--- config.mk ---
export PLATFORM = sky130hd
export DESIGN_NAME = decode
export DESIGN_NICKNAME = d
export VERILOG_FILES = /design/src/mips_pkg.sv /design/src/decode.sv
export VERILOG_INCLUDE_DIRS = /design/src
export SDC_FILE = /design/constraint.sdc
export NUM_CORES = 2
export LEC_CHECK = 0
export ABC_CLOCK_PERIOD_IN_PS = 4700
export BUFFER_PORTS_ARGS = -buffer_cell sky130_fd_sc_hd__clkbuf_2
export CAP_MARGIN = 20
export CELL_PAD_IN_SITES_DETAIL_PLACEMENT = 1
export CELL_PAD_IN_SITES_GLOBAL_PLACEMENT = 2
export CORE_MARGIN = 8
export CORE_UTILIZATION = 47
export CTS_CLUSTER_DIAMETER = 80
export DETAILED_ROUTE_END_ITERATION = 6
export PLACE_DENSITY = 0.84
export SYNTH_ARGS = -nofsm -noshare
export SYNTH_HDL_FRONTEND = slang
export SYNTH_SLANG_ARGS = --single-unit
--- constraint.sdc ---
create_clock -name clk -period 4.7 [get_ports clk]
set_input_delay 0.94 -clock clk [delete_from_list [all_inputs] [get_ports clk]]
set_output_delay 0.94 -clock clk [all_outputs]
set_load 0.02 [all_outputs]
--- src/mips_defines.svh ---
`ifndef MIPS_DEFINES_SVH
`define MIPS_DEFINES_SVH

// Memory depths in 32-bit words
`define MIPS_IMEM_DEPTH 256
`define MIPS_DMEM_DEPTH 256

////////////////////////////////////////////////////////////
// Opcodes, instruction bits 31:26
////////////////////////////////////////////////////////////
`define MIPS_OP_RTYPE 6'h00
`define MIPS_OP_ADDI  6'h08
`define MIPS_OP_LW    6'h23
`define MIPS_OP_SW    6'h2b
`define MIPS_OP_BEQ   6'h04
`define MIPS_OP_J     6'h02
`define MIPS_OP_HALT  6'h3f

// R-type funct field, bits 5:0
`define MIPS_FN_ADD 6'h20
`define MIPS_FN_SUB 6'h22
`define MIPS_FN_AND 6'h24
`define MIPS_FN_OR  6'h25
`define MIPS_FN_SLT 6'h2a
`define MIPS_FN_SLL 6'h00

// ALU operations
`define MIPS_ALU_ADD 3'd0
`define MIPS_ALU_SUB 3'd1
`define MIPS_ALU_AND 3'd2
`define MIPS_ALU_OR  3'd3
`define MIPS_ALU_SLT 3'd4
`define MIPS_ALU_SLL 3'd5

`endif

--- src/mips_pkg.sv ---
package mips_pkg;

	typedef logic [31:0] word_t;
	typedef logic [4:0]  reg_addr_t;
	typedef logic [2:0]  alu_op_t;

	////////////////////////////////////////////////////////////
	// Control groups, one per consuming stage
	////////////////////////////////////////////////////////////
	typedef struct packed {
		alu_op_t alu_op;
		logic    alu_src_imm;
		logic    reg_dst_rd;
		logic    shift_by_shamt;
	} exec_ctrl_t;

	typedef struct packed {
		logic mem_read;
		logic mem_write;
		logic branch;
		logic halt;
	} mem_ctrl_t;

	// reg_write is the upper bit, mem_to_reg the lower
	typedef struct packed {
		logic reg_write;
		logic mem_to_reg;
	} wb_ctrl_t;

	////////////////////////////////////////////////////////////
	// Stage registers
	////////////////////////////////////////////////////////////
	typedef struct packed {
		word_t pc_plus4;
		word_t instruction;
	} if_id_t;

	typedef struct packed {
		word_t      pc_plus4;
		word_t      reg1;
		word_t      reg2;
		word_t      imm;
		reg_addr_t  rs;
		reg_addr_t  rt;
		reg_addr_t  rd;
		logic [4:0] shamt;
		exec_ctrl_t exec;
		mem_ctrl_t  mem;
		wb_ctrl_t   wb;
	} id_ex_t;

	typedef struct packed {
		word_t     branch_target;
		word_t     alu_out;
		logic      zero;
		word_t     store_data;
		reg_addr_t write_reg;
		mem_ctrl_t mem;
		wb_ctrl_t  wb;
	} ex_mem_t;

	typedef struct packed {
		word_t     read_data;
		word_t     alu_out;
		reg_addr_t write_reg;
		wb_ctrl_t  wb;
	} mem_wb_t;

	// Result returned to the register file and the forwarding logic
	typedef struct packed {
		logic      reg_write;
		reg_addr_t write_reg;
		word_t     write_data;
	} wb_bus_t;

endpackage

--- src/decode.sv ---
`timescale 1ns/1ps
`include "mips_defines.svh"

module decode (
	input  logic              clk,
	input  logic              reset,
	input  logic              debug_flag,
	input  mips_pkg::word_t   debug_addr,
	input  mips_pkg::if_id_t  if_id,
	input  mips_pkg::wb_bus_t wb,
	input  logic              flush,
	output mips_pkg::id_ex_t  id_ex,
	output logic              stall,
	output logic              jump,
	output logic              halt_seen,
	output mips_pkg::word_t   jump_target,
	output mips_pkg::word_t   reg_dbg
);

	mips_pkg::word_t      rf [0:31];
	logic [5:0]           opcode;
	logic [5:0]           funct;
	mips_pkg::reg_addr_t  rs;
	mips_pkg::reg_addr_t  rt;
	mips_pkg::exec_ctrl_t exec_c;
	mips_pkg::mem_ctrl_t  mem_c;
	mips_pkg::wb_ctrl_t   wb_c;
	mips_pkg::id_ex_t     id_ex_next;

	// Register read with write-through from write-back
	function automatic mips_pkg::word_t read_reg(input mips_pkg::reg_addr_t addr);
		if (addr == '0)
			return '0;
		if (wb.reg_write && wb.write_reg == addr)
			return wb.write_data;
		return rf[addr];
	endfunction

	assign opcode = if_id.instruction[31:26];
	assign funct  = if_id.instruction[5:0];
	assign rs     = if_id.instruction[25:21];
	assign rt     = if_id.instruction[20:16];

	// Register 0 is never stored
	always_ff @(posedge clk) begin
		if (wb.reg_write && wb.write_reg != '0)
			rf[wb.write_reg] <= wb.write_data;
	end

	always_ff @(posedge clk) begin
		reg_dbg <= read_reg(debug_addr[4:0]);
	end

	////////////////////////////////////////////////////////////
	// Control decoder
	////////////////////////////////////////////////////////////
	always_comb begin
		exec_c = '0;
		mem_c  = '0;
		wb_c   = '0;
		case (opcode)
			`MIPS_OP_RTYPE: begin
				exec_c.reg_dst_rd = 1'b1;
				wb_c.reg_write    = 1'b1;
				case (funct)
					`MIPS_FN_ADD: exec_c.alu_op = `MIPS_ALU_ADD;
					`MIPS_FN_SUB: exec_c.alu_op = `MIPS_ALU_SUB;
					`MIPS_FN_AND: exec_c.alu_op = `MIPS_ALU_AND;
					`MIPS_FN_OR:  exec_c.alu_op = `MIPS_ALU_OR;
					`MIPS_FN_SLT: exec_c.alu_op = `MIPS_ALU_SLT;
					`MIPS_FN_SLL: begin
						exec_c.alu_op         = `MIPS_ALU_SLL;
						exec_c.shift_by_shamt = 1'b1;
					end
					default: wb_c.reg_write = 1'b0;
				endcase
			end
			`MIPS_OP_ADDI: begin
				exec_c.alu_src_imm = 1'b1;
				wb_c.reg_write     = 1'b1;
			end
			`MIPS_OP_LW: begin
				exec_c.alu_src_imm = 1'b1;
				mem_c.mem_read     = 1'b1;
				wb_c.reg_write     = 1'b1;
				wb_c.mem_to_reg    = 1'b1;
			end
			`MIPS_OP_SW: begin
				exec_c.alu_src_imm = 1'b1;
				mem_c.mem_write    = 1'b1;
			end
			`MIPS_OP_BEQ: begin
				exec_c.alu_op = `MIPS_ALU_SUB;
				mem_c.branch  = 1'b1;
			end
			`MIPS_OP_HALT: mem_c.halt = 1'b1;
			default: ;
		endcase
	end

	// Jumps are pseudo-direct within the current 256 MB region
	assign jump        = opcode == `MIPS_OP_J;
	assign halt_seen   = opcode == `MIPS_OP_HALT;
	assign jump_target = {if_id.pc_plus4[31:28], if_id.instruction[25:0], 2'b00};

	// Load-use hazard against the rt of a load in execute
	assign stall = id_ex.mem.mem_read && id_ex.rt != '0 &&
		(id_ex.rt == rs || id_ex.rt == rt);

	always_comb begin
		id_ex_next.pc_plus4 = if_id.pc_plus4;
		id_ex_next.reg1     = read_reg(rs);
		id_ex_next.reg2     = read_reg(rt);
		id_ex_next.imm      = {{16{if_id.instruction[15]}}, if_id.instruction[15:0]};
		id_ex_next.rs       = rs;
		id_ex_next.rt       = rt;
		id_ex_next.rd       = if_id.instruction[15:11];
		id_ex_next.shamt    = if_id.instruction[10:6];
		id_ex_next.exec     = exec_c;
		id_ex_next.mem      = mem_c;
		id_ex_next.wb       = wb_c;
	end

	////////////////////////////////////////////////////////////
	// Decode/execute register
	////////////////////////////////////////////////////////////
	always_ff @(posedge clk) begin
		if (reset)
			id_ex <= '0;
		else if (!debug_flag) begin
			// Bubble on flush or stall
			if (flush || stall)
				id_ex <= '0;
			else
				id_ex <= id_ex_next;
		end
	end

	// Register 0 always reaches execute as zero
	a_r0_kept: assert property (@(posedge clk) disable iff (reset)
		(id_ex.rs != '0 || id_ex.reg1 == '0) && (id_ex.rt != '0 || id_ex.reg2 == '0));

endmodule

**Word-level counts from Yosys, hierarchy flattened**

Memories as Yosys holds them, arrays and structs flattened.
Cells that the tools add are included.

- Flip-flop bits (word level): 192
- Output and inout port bits: 227
- Memory bits (writable): 1024
- Word-level logic and storage cells: 89
- Input bits: 138
- Memories: 1

Memories:

| name | words | width | rd ports | clocked after Yosys merged registers in | wr ports | RTL line | source |
|---|---|---|---|---|---|---|---|
| rf | 32 | 32 | 3 | 0 | 1 | decode.sv:20 | `mips_pkg::word_t rf [0:31];` |

- Reductions and logical operators: 18
- Equal/unequal tests: 16
- Mux-type cells: 35

Operator list:

| cell | count |
|---|---|
| 32-bit 2-to-1 mux | 12 |
| 160-bit 2-to-1 mux | 1 |
| 6-bit == test, second input constant | 8 |
| 5-bit == test | 5 |
| 1-bit 2-to-1 mux | 18 |
| 5-bit zero test | 3 |
| 3-bit case mux with 5 select lines | 1 |
| 6-bit zero test | 2 |
| 5-bit nonzero test | 2 |
| 6-bit by 2-bit == test with 1-bit output, second input constant | 1 |
| 6-bit by 3-bit == test with 1-bit output, second input constant | 1 |
| 6-bit by 4-bit == test with 1-bit output, second input constant | 1 |
| 1-bit logical AND | 6 |
| 3-bit case mux with 2 select lines | 1 |
| 6-bit OR reduction | 1 |
| 3-bit OR reduction | 1 |
| 1-bit logical OR | 2 |
| 2-bit 2-to-1 mux | 1 |
| 1-bit case mux with 2 select lines | 1 |
| 2-bit OR reduction | 1 |

**Depth between registers and ports, before layout**

- Word-level depth: 7
- Depth in mapped cells: 9
- Gate-level depth less buffers: 6

**Worst setup path after synthesis**

OpenSTA, ideal clock, no wires.

- Path type: input -> register
- From: in wb[36] in the netlist's numbering
- To: mem rf[16][0] in the netlist's numbering, enable pin
- Path buffers: 2
- Path slack: 0.382 ns
- Cell stages on the path: 4
- Arrival: 3.857 ns
- Data required time: 4.239 ns
- Path through: clkbuf_1 -> buf_1 -> nand3_1 -> nor3_1

- Longest elaborated chain between the ends: 4

Ends and longest elaborated chain:

| what | RTL line | source |
|---|---|---|
| start: declaration | decode.sv:10 | `input mips_pkg::wb_bus_t wb,` |
| 5-bit nonzero test | decode.sv:46 | `if (wb.reg_write && wb.write_reg != '0)` |
| 1-bit logical AND | decode.sv:46 |  |
| 1-bit 2-to-1 mux | decode.sv:46 |  |
| 1-bit 2-to-1 mux (not written as such) | decode.sv:47 | `rf[wb.write_reg] <= wb.write_data;` |
| end: declaration | decode.sv:20 |  |

Parallel ways exist; a longest one is shown, timed or not.

**Worst setup path in the final report**

- From: in if_id[22] in the netlist's numbering
- To: out stall

- Longest elaborated chain between the ends: 3

Ends and longest elaborated chain:

| what | RTL line | source |
|---|---|---|
| start: declaration | decode.sv:9 | `input mips_pkg::if_id_t if_id,` |
| 5-bit == test | decode.sv:108 | `(id_ex.rt == rs \|\| id_ex.rt == rt);` |
| 1-bit logical OR | decode.sv:108 |  |
| 1-bit logical AND | decode.sv:107 | `assign stall = id_ex.mem.mem_read && id_ex.rt != '0 &&` |
| end: declaration | decode.sv:13 | `output logic stall,` |

Every way passes these cells.

==> summary.md <==
| Metric | Value |
|---|---|
| IO Port Bufs | `around 340` |
| Status | `finished, final reports clean` |
| R2R Setup Slk | `around 1.8 ns` |
| Number of global-route vias before repair | `around 43000` |
| Worst Max-Slew Pin Slew | `1.04 ns` |
| Hold_sp | `if_id[55]` |
| Crit-path slowest cell | `a22oi_1` |
| RSZ-0062 raised after global routing | `no` |
| Final WL | `approximately 240000 um` |
| Hold Vio Cnt, Final | `0` |
| Critical Path End Type | `output port` |
| Clock buffer depth | `3` |
| Clock latency on the worst-skew pair | `slightly below 0.8 ns` |
| Layout cell share with drive strength beyond 1 | `between 30 and 40%` |
| Setup TNS | `0 ns` |
| Final clock skew | `roughly 0.03 ns` |
| DRC | `0` |
| CP cell instances | `buf_8 > xor2_1 > nor2_1 > a22oi_1 > or2_1 > inv_1 > clkbuf_2` |
| Reg2reg end | `id_ex[98]$_SDFFE_PP0N_` |
| CTS tree | `yes` |
| Cts hold-fix bufs | `0` |
| Die extent in y | `376 um` |
| IR drop worst, VDD | `0.330 mV` |
| Leak Pwr | `approximately 24 nW` |
| Syn-to-layout area delta | `14.3%` |
| FF+latch count, synth | `about 1200` |
| Grt total ovfl | `0` |
| Mapped Area | `between 0.06 and 0.07 mm^2` |
| Overall routing resource usage | `33.2%` |
| Max FO, Critical Path | `47` |
| Hold_ws | `approximately 0.39 ns` |
| Synth top area share | `between 50% and 60%` |
| DIE WIDTH | `376 um` |
| First-pass GRT wire length | `335000 um` |
| # rows | `about 130` |
| GP Congestion | `between 0.8 and 0.9` |
| CP Launch Type | `input port` |
| Ys Warns | `0` |
| Die area | `approximately 0.14 mm^2` |
| Post-route ant nets | `0` |
| Final worst path period share | `about four fifths` |
| Hold path endpoint | `id_ex[151]$_SDFFE_PP0N_` |
| CP bufs+invs | `3` |
| Largest net degree at the start of global routing | `81` |
| Max Cap Violations | `0` |
| Crit-path max cell delay | `approximately 0.51 ns` |
| Syn Area/Cell | `17.4 um^2` |
| Reg2Reg Depth | `8` |
| Pre-antenna DRT Iters | `5` |
| Nets | `roughly 4000` |
| DPL Wire Length | `about 150000 um` |
| Top cells by area, synth | `edfxtp_1 50%, mux4_2 24%, dfxtp_1 5.4%` |
| Crit Reg-Reg Startpoint | `id_ex[25]$_SDFFE_PP0N_` |
| Distinct cells, synth | `55` |
| Top post-synthesis cells by count | `1024 x edfxtp_1, 640 x mux4_2, 320 x mux2i_1, 165 x dfxtp_1, 157 x a22o_1` |
| Top-count cell post-synth | `edfxtp_1` |
| Root buffer cell | `clkbuf_16` |
| CP Data Arrival Time | `approximately 2.8 ns` |
| Worst EP required | `3.76 ns` |
| Cell Pwr Density | `around 370 mW/mm^2` |
| Clk pin slew, worst setup/hold paths | `about 0.060 ns` |
| Via count | `43000` |
| WS Path Type | `in2out` |
| Primary FF master, synth | `edfxtp_1` |
| Max-slew headroom at the worst pin | `a little under a third` |
| Async set-reset flop share out of synthesis | `0%` |
| Final Max Tran Viols | `0` |
| Hold path depth | `2` |
| Starting density of the core | `a little under half` |
| Worst hold path class | `in2reg` |
| Antenna violations before repair | `26` |
| Vias per cell | `about 7.6` |
| Total CTS buffers | `132` |
| Post-synth EDFFs | `between 1000 and 1500` |
| Endpoints failing setup | `0` |
| IO Pins | `365` |
| Crit path time final | `~3.7 ns` |
| CP top delay family | `buffers and inverters` |
| H-tree depth | `4` |
| Post-CTS Setup Inserts | `0` |
| Core box area | `between 0.1 and 0.15 mm^2` |
| F_max | `between 200 and 300 MHz` |
| Post-Synthesis Cells | `3509` |
| Post-synth top area cell | `edfxtp_1` |
| CTS Sinks | `1189` |
| Wire length per cell | `42.5 um` |
| Sequential area share after synthesis | `~56%` |
| Post-cts resize count | `0` |
| 1st-iter DRT viols | `approximately 6500` |
[power by group]
part	leakage, nW	total, mW	internal [mW]	switching, mW
combinational	10.8	2.98	1.15	1.84
sequential	10.6	11.8	11.7	0.163
clock	2.16	10.7	6.28	4.38
[cell families after synthesis]
kind of cell / share of synthesized area [%]
other: 0.00615
buffers and inverters: 3.59
multiplexers: 29.1
AND/OR/NAND/NOR: 1.40
XOR/XNOR: 0.359
AO/OA/AOI/OAI: 9.72
flip-flops: 55.8
[sequential cells by signal (all words and copies together), names as in the netlist]
register,cells
reg_dbg,32
id_ex,133
rf,1024
[worst reg2reg max path, stage by stage (launching register included)]
cell and delay [ns]:
dfxtp_1 0.48, xor2_1 0.18, nor3_1 0.08, a22oi_1 0.53
o21ai_4 0.38, buf_12 0.29, a211oi_1 0.57, buf_4 0.22
a221o_1 0.09
[cells in the final DEF, fill, tap and decap left out, drive strengths merged, types with 4 or more instances in the layout]
| master | count |
|---|---|
| edfxtp | 1024 |
| a2111oi | 34 |
| o21ai | 34 |
| mux2 | 12 |
| inv | 8 |
| nor3 | 17 |
| o2111ai | 20 |
| nor2b | 12 |
| o22ai | 84 |
| diode | 10 |
| o221ai | 64 |
| o31ai | 4 |
| a22oi | 65 |
| a211oi | 144 |
| a221oi | 12 |
| nor2 | 36 |
| clkbuf | 499 |
| clkinvlp | 6 |
| dfxtp | 165 |
| bufinv | 12 |
| a22o | 157 |
| clkinv | 41 |
| nor4 | 5 |
| a221o | 64 |
| nand2b | 7 |
| buf | 202 |
| xor2 | 22 |
| nand3 | 9 |
| mux2i | 320 |
| nand3b | 5 |
| mux4 | 640 |
| nand2 | 67 |
| and3 | 5 |
| and2 | 5 |
| a21oi | 50 |
| conb | 34 |
[through the flow]
stage / area, um^2 / power [mW] / instances / util [%] / worst slack (ns)
floorplan: 61100 / 13.8 / 3542 / - / 0.382
global placement: 65300 / 14.9 / 5407 / 50.5 / 0.819
detailed placement: 65300 / 15.0 / 5407 / 50.5 / 0.798
CTS: 69700 / 25.5 / 5646 / 54.0 / 1.06
global route: 69700 / 26.0 / 5654 / 54.0 / 0.908
finish: 69700 / 25.5 / 5657 / 54.0 / 1.00
[per-layer routing]
layer | track usage (%) | wire, um | vias up
li1 | - | - | 15900
met1 | 42.7 | 84200 | 22500
met2 | 50.4 | 108000 | 3847
met3 | 10.2 | 33400 | 791
met4 | 18.5 | 14700 | 6
met5 | 0 | 28 | -
[final cells by class]
cell class / instances / area, um^2
Sequential cell: 1189 / 34100
Tap cell: 1742 / 2180
Timing Repair Buffer: 524 / 3830
Clock buffer: 177 / 3760
Multi-Input combinational cell: 1948 / 25200
Clock inverter: 62 / 639
Inverter: 5 / 18.8
Fill cell: 11800 / 59400
Antenna cell: 10 / 25.0
[worst max path at each step]
| stage | startpoint | to | cells past startpoint |
|---|---|---|---|
| after floorplan | wb[36] | rf[16][0]$_DFFE_PP_ | 4 |
| after global placement | if_id[22] | id_ex[106]$_SDFFE_PP0N_ | 8 |
| after detailed placement | if_id[22] | id_ex[106]$_SDFFE_PP0N_ | 8 |
| after CTS | if_id[24] | stall | 7 |
| after global routing | if_id[22] | stall | 7 |
| final | if_id[22] | stall | 7 |
Power figures use the tool's default switching activity.
